### src/flash_logger_params.svh
`ifndef FLASH_LOGGER_PARAMS_SVH
`define FLASH_LOGGER_PARAMS_SVH

// Command address word, wide enough for a full row address
`define FLASH_ADDR_W 24

// Buffer counts and transfer size, up to a full 4 KB page plus spare
`define FLASH_CNT_W 13

// Wait after raising the chip supply, cut down for simulation
`define FLASH_PWRUP_CYCLES 40

// Feature register addresses for GET_FEATURE and SET_FEATURE
`define FLASH_FADDR_LOCK   8'hA0
`define FLASH_FADDR_CONF   8'hB0
`define FLASH_FADDR_STATUS 8'hC0

// Expected feature contents before a page is written
`define FLASH_CONF_VALUE   8'h10 // ECC on, full drive strength
`define FLASH_UNLOCK_VALUE 8'h00 // No block protected

// Half a page is moved per round after reset
`define FLASH_XFER_RESET 13'd2048

`endif

### src/flash_logger_pkg.sv
`include "flash_logger_params.svh"

package flash_logger_pkg;

  // Serial NAND opcodes as sent on the command port
  typedef enum logic [7:0] {
    NO_COMMAND    = 8'h00,
    RESET         = 8'hFF,
    GET_FEATURE   = 8'h0F,
    SET_FEATURE   = 8'h1F,
    WRITE_ENABLE  = 8'h06,
    WRITE_DISABLE = 8'h04,
    BLOCK_ERASE   = 8'hD8,
    PROG_LOAD     = 8'h02, // Loads the chip cache from column 0 onward
    PROG_EXEC     = 8'h10,
    PAGE_READ     = 8'h13,
    CACHE_READ    = 8'h03
  } flash_cmd_e;

  typedef enum logic [2:0] {
    MODE_IDLE, MODE_FILL, MODE_PWRUP, MODE_WRITE, MODE_READ, MODE_DRAIN
  } flash_mode_e;

  typedef enum logic [2:0] {
    WR_IDLE, WR_RESET, WR_CHECK, WR_CHECK_EVAL,
    WR_SET_FEATURE, WR_WRITE_ENABLE, WR_WRITE_DISABLE, WR_LOAD_EXEC
  } wr_state_e;

  typedef enum logic [2:0] {
    RD_IDLE, RD_CHECK, RD_CHECK_EVAL, RD_WRITE_DISABLE, RD_PAGE_READ, RD_CACHE_READ
  } rd_state_e;

  // The same address word carries either a feature access or a row/column address
  typedef union packed {
    struct packed {
      logic [7:0] pad;   // Not sent for feature commands
      logic [7:0] faddr; // Feature register address
      logic [7:0] fdata; // Value for SET_FEATURE
    } feat;
    logic [`FLASH_ADDR_W-1:0] row; // Page, block or column address
  } flash_addr_u;

endpackage

### src/flash_cfg_regs.sv
`include "flash_logger_params.svh"

module flash_cfg_regs (
  input  logic                     CLK1,
  input  logic                     rst_n,
  input  logic                     i_cfg_wr,   // One-cycle write strobe
  input  logic                     i_cfg_sel,  // 0 writes the transfer size, 1 the page
  input  logic [`FLASH_ADDR_W-1:0] i_cfg_data,
  output logic [`FLASH_CNT_W-1:0]  o_xfer_size,
  output logic [`FLASH_ADDR_W-1:0] o_page_addr
);

  always_ff @(posedge CLK1 or negedge rst_n) begin
    if (!rst_n) begin
      o_xfer_size <= `FLASH_XFER_RESET;
      o_page_addr <= 24'h000345; // Clear of the OTP, parameter and unique pages
    end else if (i_cfg_wr) begin
      // Only the selected register moves, the other keeps its value
      if (i_cfg_sel) begin
        o_page_addr <= i_cfg_data;
      end else begin
        o_xfer_size <= i_cfg_data[`FLASH_CNT_W-1:0]; // Upper bits are ignored here
      end
    end
  end

endmodule

### src/flash_mode_fsm.sv
`include "flash_logger_params.svh"

module flash_mode_fsm import flash_logger_pkg::*; (
  input  logic                    CLK1,
  input  logic                    rst_n,
  input  logic                    i_fill_start,
  input  logic [`FLASH_CNT_W-1:0] i_fifo_count,
  input  logic [`FLASH_CNT_W-1:0] i_xfer_size,
  input  logic                    i_drain_busy, // Buffer is still being read out
  input  logic                    i_cm_ready,
  input  logic                    i_write_done,
  input  logic                    i_read_done,
  output flash_mode_e             o_mode,
  output logic                    o_mem_vcc,    // Supply switch of the flash chip
  output logic                    o_write_start,
  output logic                    o_read_start
);

  localparam int TMR_W = $clog2(`FLASH_PWRUP_CYCLES + 1);

  logic [TMR_W-1:0] pwrup_tmr;

  always_ff @(posedge CLK1 or negedge rst_n) begin
    if (!rst_n) begin
      o_mode        <= MODE_IDLE;
      o_mem_vcc     <= 1'b0;
      o_write_start <= 1'b0;
      o_read_start  <= 1'b0;
      pwrup_tmr     <= '0;
    end else begin
      o_write_start <= 1'b0; // Start strobes last one cycle
      o_read_start  <= 1'b0;
      case (o_mode)
        MODE_IDLE: begin
          o_mem_vcc <= 1'b0; // Chip stays unpowered between rounds
          if (i_fill_start) o_mode <= MODE_FILL;
        end
        MODE_FILL: begin
          // Assumes the buffer was empty when filling began
          if (i_fifo_count >= i_xfer_size) o_mode <= MODE_PWRUP;
        end
        MODE_PWRUP: begin
          if (!o_mem_vcc) begin
            o_mem_vcc <= 1'b1;
            pwrup_tmr <= '0;
          end else if (pwrup_tmr == TMR_W'(`FLASH_PWRUP_CYCLES)) begin
            o_mode        <= MODE_WRITE;
            o_write_start <= 1'b1;
          end else begin
            pwrup_tmr <= pwrup_tmr + 1'b1;
          end
        end
        MODE_WRITE: begin
          if (i_write_done) begin
            o_mode       <= MODE_READ;
            o_read_start <= 1'b1; // Read back the page that was just written
          end
        end
        MODE_READ: begin
          if (i_read_done) o_mode <= MODE_DRAIN;
        end
        default: begin
          // Drain; never cut power in the middle of an SPI command
          if (i_cm_ready) o_mem_vcc <= 1'b0;
          if (i_fifo_count == '0 && !i_drain_busy) begin
            o_mode    <= MODE_IDLE;
            o_mem_vcc <= 1'b0;
          end
        end
      endcase
    end
  end

  // The sequencers talk to a powered chip only
  a_vcc_in_access: assert property (@(posedge CLK1) disable iff (!rst_n)
    (o_mode inside {MODE_WRITE, MODE_READ}) |-> o_mem_vcc);

endmodule

### src/flash_write_seq.sv
`include "flash_logger_params.svh"

module flash_write_seq import flash_logger_pkg::*; (
  input  logic                     CLK1,
  input  logic                     rst_n,
  input  logic                     i_start,
  input  logic                     i_issue_ok,     // Command port can take a request now
  input  logic                     i_feature_dv,
  input  logic [7:0]               i_feature_byte,
  input  logic [`FLASH_CNT_W-1:0]  i_fifo_count,
  input  logic [`FLASH_ADDR_W-1:0] i_page_addr,
  output logic                     o_req,
  output flash_cmd_e               o_req_cmd,
  output flash_addr_u              o_req_addr,
  output logic                     o_done
);

  wr_state_e  state;
  flash_cmd_e last_cmd;    // Last command that changed the chip, GET_FEATURE excluded
  logic [7:0] feat_addr;   // Feature register targeted by the next GET/SET_FEATURE
  logic [1:0] check_twice; // Extra status polls, the first reading after a busy op is unreliable
  flash_cmd_e load_cmd;    // Next step of the erase, load, execute chain
  logic       slow_cmd;

  assign slow_cmd = last_cmd inside {RESET, BLOCK_ERASE, PROG_LOAD, PROG_EXEC};
  assign o_req    = i_issue_ok && !(state inside {WR_IDLE, WR_CHECK_EVAL});

  always_comb begin
    case (last_cmd)
      BLOCK_ERASE: load_cmd = PROG_LOAD;
      PROG_LOAD:   load_cmd = PROG_EXEC;
      default:     load_cmd = BLOCK_ERASE; // Same page every round so the block is erased first
    endcase
  end

  always_comb begin
    o_req_addr = '0;
    o_req_cmd  = NO_COMMAND;
    case (state)
      WR_RESET:         o_req_cmd = RESET;
      WR_WRITE_ENABLE:  o_req_cmd = WRITE_ENABLE;
      WR_WRITE_DISABLE: o_req_cmd = WRITE_DISABLE;
      WR_CHECK: begin
        o_req_cmd             = GET_FEATURE;
        o_req_addr.feat.faddr = feat_addr;
      end
      WR_SET_FEATURE: begin
        o_req_cmd             = SET_FEATURE;
        o_req_addr.feat.faddr = feat_addr;
        o_req_addr.feat.fdata = (feat_addr == `FLASH_FADDR_LOCK) ? `FLASH_UNLOCK_VALUE
                                                                 : `FLASH_CONF_VALUE;
      end
      WR_LOAD_EXEC: begin
        o_req_cmd = load_cmd;
        if (load_cmd == BLOCK_ERASE) begin
          o_req_addr.row = {13'b0, i_page_addr[16:6]}; // Block number, rest are dummy bits
        end else if (load_cmd == PROG_EXEC) begin
          o_req_addr.row = i_page_addr; // PROG_LOAD keeps column 0
        end
      end
      default: ;
    endcase
  end

  always_ff @(posedge CLK1 or negedge rst_n) begin
    if (!rst_n) begin
      state       <= WR_IDLE;
      last_cmd    <= NO_COMMAND;
      feat_addr   <= `FLASH_FADDR_STATUS;
      check_twice <= '0;
      o_done      <= 1'b0;
    end else begin
      o_done <= 1'b0;
      if (state == WR_IDLE) begin
        if (i_start) state <= WR_RESET; // Every write begins with a chip reset
      end else if (state == WR_CHECK_EVAL) begin
        if (i_feature_dv) begin
          state <= WR_CHECK; // Poll again unless a rule below decides otherwise
          if (feat_addr == `FLASH_FADDR_LOCK) begin
            if (i_feature_byte != `FLASH_UNLOCK_VALUE) state <= WR_SET_FEATURE;
            else feat_addr <= `FLASH_FADDR_CONF;
          end else if (feat_addr == `FLASH_FADDR_CONF) begin
            if (i_feature_byte != `FLASH_CONF_VALUE) state <= WR_SET_FEATURE;
            else feat_addr <= `FLASH_FADDR_STATUS;
          end else if (check_twice == 2'd0 && slow_cmd) begin
            check_twice <= 2'd1;
          end else if (check_twice == 2'd1 && last_cmd == RESET) begin
            check_twice <= 2'd2; // Reset gets a third poll
          end else if (i_feature_byte[0]) begin
            state <= WR_CHECK; // Operation in progress
          end else if (i_feature_byte[3] || i_feature_byte[2]) begin
            state <= WR_RESET; // Program or erase fail, reset clears the flags
          end else if (last_cmd == RESET) begin
            feat_addr <= `FLASH_FADDR_LOCK; // Chip is idle after reset, set up features
            last_cmd  <= GET_FEATURE;
          end else if (last_cmd == WRITE_DISABLE && !i_feature_byte[1] && i_fifo_count == '0) begin
            state  <= WR_IDLE;
            o_done <= 1'b1;
          end else if ((last_cmd == WRITE_DISABLE && i_feature_byte[1]) ||
                       last_cmd == PROG_EXEC) begin
            state <= WR_WRITE_DISABLE;
          end else if (!i_feature_byte[1]) begin
            state <= WR_WRITE_ENABLE; // Write enable latch must be set before erase or load
          end else begin
            state <= WR_LOAD_EXEC;
          end
        end
      end else if (o_req) begin
        state <= (state == WR_CHECK) ? WR_CHECK_EVAL : WR_CHECK;
        // WRITE_ENABLE is left out so the chain resumes where it stopped
        if (!(state inside {WR_CHECK, WR_WRITE_ENABLE})) last_cmd <= o_req_cmd;
        if (state inside {WR_RESET, WR_LOAD_EXEC}) check_twice <= '0;
        if (state == WR_RESET) feat_addr <= `FLASH_FADDR_STATUS;
      end
    end
  end

endmodule

### src/flash_read_seq.sv
`include "flash_logger_params.svh"

module flash_read_seq import flash_logger_pkg::*; (
  input  logic                     CLK1,
  input  logic                     rst_n,
  input  logic                     i_start,
  input  logic                     i_issue_ok,
  input  logic                     i_feature_dv,
  input  logic [7:0]               i_feature_byte, // Status byte from GET_FEATURE
  input  logic [`FLASH_CNT_W-1:0]  i_fifo_count,
  input  logic [`FLASH_CNT_W-1:0]  i_xfer_size,
  input  logic [`FLASH_ADDR_W-1:0] i_page_addr,
  output logic                     o_req,
  output flash_cmd_e               o_req_cmd,
  output flash_addr_u              o_req_addr,
  output logic                     o_done
);

  rd_state_e  state;
  flash_cmd_e last_cmd;
  logic       polled_once; // Status after a read is polled at least twice
  logic       after_read;

  assign after_read = last_cmd inside {PAGE_READ, CACHE_READ};
  assign o_req      = i_issue_ok && !(state inside {RD_IDLE, RD_CHECK_EVAL});

  always_comb begin
    o_req_addr = '0; // CACHE_READ starts at column 0
    case (state)
      RD_CHECK: begin
        o_req_cmd             = GET_FEATURE;
        o_req_addr.feat.faddr = `FLASH_FADDR_STATUS;
      end
      RD_WRITE_DISABLE: o_req_cmd = WRITE_DISABLE;
      RD_PAGE_READ: begin
        o_req_cmd      = PAGE_READ; // Moves the page into the chip cache
        o_req_addr.row = i_page_addr;
      end
      RD_CACHE_READ: o_req_cmd = CACHE_READ;
      default:       o_req_cmd = NO_COMMAND;
    endcase
  end

  always_ff @(posedge CLK1 or negedge rst_n) begin
    if (!rst_n) begin
      state       <= RD_IDLE;
      last_cmd    <= NO_COMMAND;
      polled_once <= 1'b0;
      o_done      <= 1'b0;
    end else begin
      o_done <= 1'b0;
      if (state == RD_IDLE) begin
        if (i_start) state <= RD_CHECK;
        last_cmd <= NO_COMMAND;
      end else if (state == RD_CHECK_EVAL) begin
        if (i_feature_dv) begin
          state <= RD_CHECK;
          if (!polled_once && after_read) polled_once <= 1'b1;
          else if (i_feature_byte[0] || i_feature_byte[7]) state <= RD_CHECK; // OIP or cache busy
          else if (i_feature_byte[1]) state <= RD_WRITE_DISABLE;
          else if (!after_read) state <= RD_PAGE_READ;
          else if (last_cmd == PAGE_READ) state <= RD_CACHE_READ;
          else if (i_fifo_count >= i_xfer_size) begin
            state  <= RD_IDLE; // Whole transfer is back in the buffer
            o_done <= 1'b1;
          end
        end
      end else if (o_req) begin
        state <= (state == RD_CHECK) ? RD_CHECK_EVAL : RD_CHECK;
        if (state != RD_CHECK) begin
          last_cmd    <= o_req_cmd;
          polled_once <= 1'b0;
        end
      end
    end
  end

endmodule

### src/flash_cmd_issue.sv
`include "flash_logger_params.svh"

module flash_cmd_issue import flash_logger_pkg::*; (
  input  logic                     CLK1,
  input  logic                     rst_n,
  input  logic                     i_cm_ready,  // Engine idle and able to take a command
  input  logic                     i_wr_req,
  input  flash_cmd_e               i_wr_cmd,
  input  flash_addr_u              i_wr_addr,
  input  logic                     i_rd_req,
  input  flash_cmd_e               i_rd_cmd,
  input  flash_addr_u              i_rd_addr,
  output logic                     o_issue_ok,
  output flash_cmd_e               o_cmd,
  output logic [`FLASH_ADDR_W-1:0] o_addr_data,
  output logic                     o_cm_dv
);

  logic take;

  // Ready may still be high the cycle after a pulse, so that cycle is skipped
  assign o_issue_ok = i_cm_ready && !o_cm_dv;
  assign take       = (i_wr_req || i_rd_req) && o_issue_ok;

  always_ff @(posedge CLK1 or negedge rst_n) begin
    if (!rst_n) begin
      o_cm_dv <= 1'b0;
      o_cmd   <= NO_COMMAND;
    end else begin
      o_cm_dv <= take;
      if (take) o_cmd <= i_wr_req ? i_wr_cmd : i_rd_cmd; // Held until the next pulse
    end
  end

  always_ff @(posedge CLK1) begin
    if (take) o_addr_data <= i_wr_req ? i_wr_addr.row : i_rd_addr.row;
  end

  // Only the sequencer of the current mode may be active
  a_one_req: assert property (@(posedge CLK1) disable iff (!rst_n) !(i_wr_req && i_rd_req));

  // The engine takes ready away in the cycle after it accepted a command
  a_ready_drop: assert property (@(posedge CLK1) disable iff (!rst_n) o_cm_dv |=> !i_cm_ready);

endmodule

### src/flash_logger_top.sv
`include "flash_logger_params.svh"

module flash_logger_top import flash_logger_pkg::*; (
  input  logic                     CLK1,
  input  logic                     rst_n,
  input  logic                     i_fill_start,
  input  logic [`FLASH_CNT_W-1:0]  i_fifo_count,
  input  logic                     i_drain_busy,
  input  logic                     i_cfg_wr,
  input  logic                     i_cfg_sel,
  input  logic [`FLASH_ADDR_W-1:0] i_cfg_data,
  input  logic                     i_cm_ready,
  input  logic                     i_feature_dv,
  input  logic [7:0]               i_feature_byte,
  output flash_mode_e              o_mode,
  output logic                     o_mem_vcc,
  output flash_cmd_e               o_cmd,
  output logic [`FLASH_ADDR_W-1:0] o_addr_data,
  output logic                     o_cm_dv
);

  logic [`FLASH_CNT_W-1:0]  xfer_size;
  logic [`FLASH_ADDR_W-1:0] page_addr;
  logic                     write_start, write_done, read_start, read_done;
  logic                     issue_ok, wr_req, rd_req;
  flash_cmd_e               wr_cmd, rd_cmd;
  flash_addr_u              wr_addr, rd_addr;

  flash_cfg_regs u_cfg (.CLK1, .rst_n, .i_cfg_wr, .i_cfg_sel, .i_cfg_data,
    .o_xfer_size(xfer_size), .o_page_addr(page_addr));

  flash_mode_fsm u_mode (.CLK1, .rst_n, .i_fill_start, .i_fifo_count, .i_xfer_size(xfer_size),
    .i_drain_busy, .i_cm_ready, .i_write_done(write_done), .i_read_done(read_done),
    .o_mode, .o_mem_vcc, .o_write_start(write_start), .o_read_start(read_start));

  flash_write_seq u_wr (.CLK1, .rst_n, .i_start(write_start), .i_issue_ok(issue_ok),
    .i_feature_dv, .i_feature_byte, .i_fifo_count, .i_page_addr(page_addr),
    .o_req(wr_req), .o_req_cmd(wr_cmd), .o_req_addr(wr_addr), .o_done(write_done));

  flash_read_seq u_rd (.CLK1, .rst_n, .i_start(read_start), .i_issue_ok(issue_ok),
    .i_feature_dv, .i_feature_byte, .i_fifo_count, .i_xfer_size(xfer_size),
    .i_page_addr(page_addr), .o_req(rd_req), .o_req_cmd(rd_cmd), .o_req_addr(rd_addr),
    .o_done(read_done));

  // Single point where commands reach the SPI engine
  flash_cmd_issue u_issue (.CLK1, .rst_n, .i_cm_ready, .i_wr_req(wr_req), .i_wr_cmd(wr_cmd),
    .i_wr_addr(wr_addr), .i_rd_req(rd_req), .i_rd_cmd(rd_cmd), .i_rd_addr(rd_addr),
    .o_issue_ok(issue_ok), .o_cmd, .o_addr_data, .o_cm_dv);

endmodule

### config.mk
export PLATFORM = sky130hd
export DESIGN_NAME = flash_logger_top
export DESIGN_NICKNAME = d
export VERILOG_FILES = /design/src/flash_logger_pkg.sv /design/src/flash_cfg_regs.sv /design/src/flash_mode_fsm.sv /design/src/flash_write_seq.sv /design/src/flash_read_seq.sv /design/src/flash_cmd_issue.sv /design/src/flash_logger_top.sv
export VERILOG_INCLUDE_DIRS = /design/src
export SDC_FILE = /design/constraint.sdc
export NUM_CORES = 1
export LEC_CHECK = 0
export BUFFER_PORTS_ARGS = -buffer_cell sky130_fd_sc_hd__buf_4
export CELL_PAD_IN_SITES_DETAIL_PLACEMENT = 1
export CELL_PAD_IN_SITES_GLOBAL_PLACEMENT = 1
export CORE_MARGIN = 5
export CORE_UTILIZATION = 43
export CTS_BUF_LIST = sky130_fd_sc_hd__clkbuf_4 sky130_fd_sc_hd__clkbuf_8
export DETAILED_ROUTE_END_ITERATION = 10
export PLACE_DENSITY_LB_ADDON = 0.1
export SLEW_MARGIN = 25
export SYNTH_ARGS = -nofsm -noshare
export SYNTH_HDL_FRONTEND = slang
export SYNTH_HIERARCHICAL = 1
export SYNTH_SLANG_ARGS = --single-unit
### constraint.sdc
create_clock -name CLK1 -period 2.29 [get_ports CLK1]
set_clock_uncertainty 0.2 [all_clocks]
set_input_delay 0.458 -clock CLK1 [delete_from_list [all_inputs] [get_ports CLK1]]
set_output_delay 0.458 -clock CLK1 [all_outputs]
set_load 0.01 [all_outputs]
==> results_dict.tcl, run 1 <==
set metrics [dict create \
    grt_pass1_wl_um 29600 \
    dominantRegCellSynth "dfrtp_1" \
    syn_area_um2 6710 \
    syn_inst 617 \
    setup_violations 0 \
    initial_core_util_pct 44.0 \
    min_period_ns 2.26 \
    cp.arrival_ns 2.33 \
    r2r_start "u_wr/last_cmd[0]$_DFFE_PN0P_" \
    first_iter_violations 239 \
    drcViolationCount 0 \
    track_usage_pct 20.5 \
    final_cells 955 \
    n_antenna_cell 0 \
    ys_ff_latch 107 \
    num-fill-cells 1653 \
    status "finished clean" \
    cts_tree "yes" \
    ys_types 89 \
    hold_path_class "in2reg" \
    numCtsBuffers 9 \
    crit_start "u_wr/last_cmd[0]$_DFFE_PN0P_" \
    hold_start "i_cfg_data[18]" \
    clock_latency_ns 0.39 \
    synth_edf_count 24 \
    hold_viol_final 0 \
    startpoint_type "flop" \
    wirelength_um 18300 \
    vias_per_cell 5.42 \
    dp_cells 936 \
    dpl.hpwl_um 14400 \
    relSlewSlack_pct 64.9 \
    grt_pass1_vias 5651 \
    grt_overflow 0 \
    nNetsFinal 820 \
    core_area_um2 15300 \
    setup_slack_ns 0.0341 \
    tightest_slew_ns 0.526 \
    clk_pin_slew_ns 0.11 \
    wire_per_inst_um 19.2 \
    finalCritPeriodShare_pct 98.5 \
    area_growth_syn_to_layout_pct 21.2 \
    drt_first_pass_iters 4 \
    maxCapViolations 0 \
    num_rows 45 \
    fmax_ghz 0.443 \
    htree_num_levels 3 \
    hold_depth 2 \
    cts_root_buffer "clkbuf_8" \
    fp.dieArea_um2 18200 \
    grt_setup_unrepaired "true" \
    pre_cts_slack_ns -0.108 \
    grt_max_degree 32 \
    cp_max_fo 3 \
    ir_drop_v 0.000365 \
    crit_path_end_kind "flop" \
    required_ns 2.36 \
    p_per_area_nw_per_um2 907 \
    leakagePower_nw 3.76 \
    layout-drive-gt1-share_pct 37.1 \
    vias 5174 \
    clock_path_buffers 2 \
    yosysSeqAreaShare_pct 41.8 \
    gp_congestion 0.890 \
    critical_path_class "reg2reg" \
    drv_slew 0 \
    synth_largest_area_cell "dfrtp_1" \
    synth_top_area_share_pct 28.3 \
    antenna_found_initial 0 \
    synth.yosys.warnings 6 \
    reg2reg_depth 6 \
    async_reset_ff_share_pct 77.6 \
    drtAntennaViolNets 0 \
    die_w_um 135 \
    cts_sinks 107 \
    io_buffers 89 \
    yosys-top-cells-area "dfrtp_1 28%, edfxtp_1 11%, mux2_2 8.1%" \
    pin_count 90 \
    fp.dieH_um 135 \
    syn_avg_cell_area_um2 10.9 \
]
cell families (layout without fill, tap and decap cells):
logic type,after synthesis,after routing,synth area share (%)
AND/OR/NAND/NOR,190,190,16.1
AO/OA/AOI/OAI,120,120,13.5
XOR/XNOR,7,7,0.913
adder cells (fa/ha/maj),28,28,5.22
flip-flops,107,107,41.8
multiplexers,89,89,16.7
other,1,3,0.0559
buffers and inverters,75,200,5.70
area by class of cell:
cell class                 instances  area (µm²)  share of cell area, %
clock buffer                      11         139                   1.71
sequential                       107        2810                   34.5
clock inverter                     5        46.3                  0.569
inverter                          43         161                   1.98
tap                              211         264                   3.25
multi-input combinational        437        3570                   43.9
timing repair buffer             141        1150                   14.1
registers in the layout, indices dropped and copies added (netlist names), 2 cells and up:
name / flops
u_cfg/o_page_addr: 24
u_issue/o_addr_data: 24
u_cfg/o_xfer_size: 13
u_issue/o_cmd: 8
u_wr/last_cmd: 7
u_mode/pwrup_tmr: 6
u_rd/last_cmd: 4
u_mode/o_mode: 3
u_rd/state: 3
u_wr/feat_addr: 3
u_wr/state: 3
u_wr/check_twice: 2
Yosys cell counts, types with 4 or more instances:
cell type / n
nor3_1: 18
dfrtp_1: 76
o21ai_1: 4
mux2i_1: 5
a22oi_1: 9
a21o_1: 9
buf_6: 7
nor2_1: 44
dfstp_2: 7
nor2b_1: 4
mux2_2: 48
nand4_1: 8
nor4_1: 7
o21ai_0: 20
nand2b_1: 6
nand3_1: 6
and3_1: 5
mux2_4: 33
a2bb2oi_1: 4
inv_1: 43
a21oi_1: 22
buf_4: 9
nand2_1: 25
xor2_1: 6
a22o_1: 5
and2_1: 34
clkbuf_1: 11
nor3b_1: 4
o22ai_1: 4
ha_1: 28
edfxtp_1: 24
power breakdown:
group / switching (mW) / internal, mW
clock: 0.701 / 0.441
combinational: 1.66 / 1.71
sequential: 0.444 / 2.42
total: 2.80 / 4.58
what timing repair did:
action                     CTS  global route
hold endpoints to repair    27             0
setup endpoints to repair    3             9
resized for setup            1             4
hold buffers                 1             0
buffers inserted             1             1
layer usage:
layer	up-vias	routed length, µm	share of wire, %	track usage, %
met5	-	0	0	0
met4	0	284	1.6	5.54
met3	20	715	3.9	3.69
met2	110	9220	50	36.1
met1	2567	8080	44	26.0
li1	2477	-	-	-
final timing paths:
path | end | slack [ns]
hold / removal | u_cfg/o_page_addr[18]$_DFFE_PN0P_ | 0.1
hold reg to reg | u_issue/o_cmd[6]$_DFFE_PN0P_ | 0.32
setup / recovery | u_issue/o_cmd[4]$_DFFE_PN0P_ | 0.03
max in group asynchronous | u_cfg/o_page_addr[6]$_DFFE_PN1P_ | 0.93
setup reg to reg | u_issue/o_cmd[4]$_DFFE_PN0P_ | 0.03
min in group asynchronous | u_issue/o_cmd[6]$_DFFE_PN0P_ | 0.35
stage by stage:
stage               area, µm²  util [%]  TNS [ns]  power (mW)  hold WS (ns)
floorplan                6730         -         0        4.95       -0.0376
global placement         7910      51.8    -0.208        6.09         0.245
detailed placement       7910      51.8    -0.289        6.22         0.240
CTS                      8110      53.2         0        7.42        0.0712
global route             8140      53.3   -0.0490        7.86        0.0681
finish                   8140      53.3         0        7.38        0.0960
critical path, stage by stage (launching register included):
cell      delay (ns)
dfrtp_1         0.42
or3_4           0.42
o311ai_1        0.26
o21ai_1         0.11
a22o_1          0.22
mux2_4          0.26
mux2_4          0.26
layout by cell type, fill, tap and decap left out, types with 7 or more instances in the layout:
cell,instances
inv_1,43
a22oi_1,9
mux2_2,48
buf_12,7
nor3_1,15
nand4_1,8
nand2_1,25
dfstp_2,7
nor2_1,43
o21ai_0,19
buf_4,133
mux2_4,33
a21o_1,9
edfxtp_1,24
nor4_1,7
a21oi_1,22
ha_1,28
dfrtp_1,76
and2_1,34
clkbuf_8,9
Power figures use the tool's default switching activity.
==> inputs of run 2 (changes only) <==
CORE_MARGIN = 2   (was 5)
CORE_UTILIZATION = 41   (was 43)
SYNTH_HIERARCHICAL = default   (was 1)
==> results_dict.tcl, run 2 <==
set metrics [dict create \
    status "finished clean" \
    synth_largest_area_cell "dfrtp_1" \
    min_period_ns 2.19 \
    setup_violations 0 \
    grt_setup_unrepaired "false" \
    synth_top_family_by_area "compound AO/OA/AOI/OAI gates" \
    cp_max_fo 7 \
    vias_per_cell 5.37 \
    grt_max_degree 55 \
    synthesis.nets 576 \
    syn_area_um2 5330 \
    antenna_found_initial 0 \
    track_usage_pct 22.2 \
    ys_types 67 \
    n_antenna_cell 0 \
    cpPeakStageDelay_ns 0.44 \
    leakagePower_nw 3.03 \
    synth_commonest_cells "75 x dfrtp_1, 53 x nand2_1, 40 x o21ai_0" \
    drv_slew 0 \
    muxShareOfSynthArea_pct 6.48 \
    startpoint_type "flop" \
    switching_share_pct 37.3 \
    area_growth_syn_to_layout_pct 27.8 \
    htree_num_levels 3 \
    maxCapViolations 0 \
    timing.hold.ws_ns 0.0881 \
    nNetsFinal 711 \
    fp.dieArea_um2 13900 \
    hold_path_class "in2reg" \
    setup_tns_ns 0 \
    synth_top_area_share_pct 35.2 \
    synth-simple-area-share_pct 15.5 \
    die_w_um 118 \
    fmax_ghz 0.457 \
    yosysSeqAreaShare_pct 52.2 \
    p_clk_share_pct 18.0 \
    hold_viol_final 0 \
    crit_chain "and4_4 > nand4_4 > or2_2 > a221oi_4 > buf_4 > o21ai_0" \
    clock_path_buffers 2 \
    clk_pin_slew_ns 0.12 \
    crit_path_end_kind "flop" \
    syn_inst 508 \
    num_rows 41 \
    cts_root_buffer "clkbuf_8" \
    core_area_um2 12700 \
    drtAntennaViolNets 0 \
    grt_overflow 0 \
    grt_pass1_vias 4785 \
    cts_sinks 106 \
    worst_path_max_delay_cell "dfrtp_1" \
    yosysMostFrequentCell "dfrtp_1" \
    pin_count 90 \
    first_iter_violations 156 \
    syn_avg_cell_area_um2 10.5 \
    drt_first_pass_iters 4 \
    seqPwrFrac_pct 43.2 \
    ys_ff_latch 106 \
    dpl.hpwl_um 11300 \
    yosys-top-cells-area "dfrtp_1 35%, edfxtp_1 14%, mux2_2 5.9%" \
    critical_path_class "reg2reg" \
    layout_common_cells "142 x buf_4, 70 x dfrtp_1, 53 x nand2_1" \
    p_per_area_nw_per_um2 952 \
    final_util_pct 53.7 \
    cp.arrival_ns 2.24 \
    grt_pass1_wl_um 24700 \
    layout-drive-gt1-share_pct 34.4 \
    wirelength_um 14700 \
    numCtsBuffers 9 \
    vias 4402 \
    wire_per_inst_um 17.9 \
    io_buffers 89 \
    cts_tree "yes" \
    ir_drop_v 0.000426 \
    final_common_cell "buf_4" \
    synth.yosys.warnings 0 \
    dominantRegCellSynth "dfrtp_1" \
    initial_core_util_pct 42.0 \
    tightest_slew_ns 0.493 \
    p_comb_share_pct 38.8 \
    fp.dieH_um 118 \
    synth_compound_area_share_pct 17.7 \
    async_reset_ff_share_pct 77.4 \
    relSlewSlack_pct 66.8 \
    finalCritPeriodShare_pct 95.5 \
    reg.largest.list "u_cfg.o_page_addr (24), u_issue.o_addr_data (24), u_cfg.o_xfer_size (13)" \
    required_ns 2.34 \
    p_int_mw 4.07 \
    gp_congestion 0.901 \
    p_sw_mw 2.42 \
    drcViolationCount 0 \
    synth_edf_count 24 \
    clock_latency_ns 0.39 \
    synth_xor_area_share_pct 0.986 \
    synthAdderAreaFrac_pct 3.52 \
]
## run 2: what timing repair did
item,4_1_cts,5_1_grt
hold buffers,1,0
resized for setup,4,8
pin swaps,0,2
hold endpoints to repair,75,0
endpoints found under the setup margin,5,29
buffers inserted,1,1
## run 2: worst paths after layout
kind / start / end / slack, ns / depth (start not counted)
min in group asynchronous: rst_n / u_rd.last_cmd[3]$_DFFE_PN0P_ / 0.21 / 2
setup / recovery: u_wr.last_cmd[5]$_DFFE_PN0P_ / u_wr.last_cmd[4]$_DFFE_PN0P_ / 0.10 / 6
hold / removal: i_cfg_data[5] / u_cfg.o_xfer_size[5]$_DFFE_PN0P_ / 0.09 / 3
hold reg to reg: u_cfg.o_page_addr[23]$_DFFE_PN0P_ / u_cfg.o_page_addr[23]$_DFFE_PN0P_ / 0.31 / 1
max in group asynchronous: rst_n / u_cfg.o_page_addr[9]$_DFFE_PN1P_ / 1.14 / 3
setup reg to reg: u_wr.last_cmd[5]$_DFFE_PN0P_ / u_wr.last_cmd[4]$_DFFE_PN0P_ / 0.10 / 6
## run 2: stage by stage
step                instances  area (µm²)  total power [mW]  setup slack [ns]
finish                    820        6810              6.48             0.102
global route              820        6810              6.94           0.00124
CTS                       819        6770              6.53            0.0197
detailed placement        801        6550              5.32            -0.159
global placement          801        6550              5.19            -0.173
floorplan                 508        5330              4.13            0.0977
## run 2: critical path, delay by kind of cell, from the launching register on
family | cells | cell delay, ns
simple gates | 3 | 0.78
buf+inv | 1 | 0.22
flops | 1 | 0.44
compound gates | 2 | 0.40
## run 2: cell families after synthesis
family / after synthesis
buffers and inverters: 49
AND/OR/NAND/NOR: 163
flip-flops: 106
multiplexers: 31
adder cells (fa/ha/maj): 15
XOR/XNOR: 6
AO/OA/AOI/OAI: 138
## run 2: routing by layer
layer | global-route usage, % | wire [µm]
met3 | 3.20 | 393
met1 | 30.2 | 6950
met2 | 36.3 | 7150
met4 | 7.45 | 188
met5 | 0 | 0
## run 2: cell type report
class	count	area [µm²]
sequential	106	2790
fill	1455	5860
multi-input combinational	353	2390
clock buffer	9	124
timing repair buffer	145	1120
clock inverter	7	67.6
inverter	28	105
tap	172	215
## run 2: power groups by stage
stage,registers [mW],logic [mW],clock network (mW)
2_1_floorplan,2.83,1.30,0
3_3_place_gp,2.79,2.40,0
3_5_place_dp,2.82,2.51,0
4_1_cts,2.79,2.54,1.20
5_1_grt,2.86,2.79,1.28
6_report,2.80,2.52,1.17
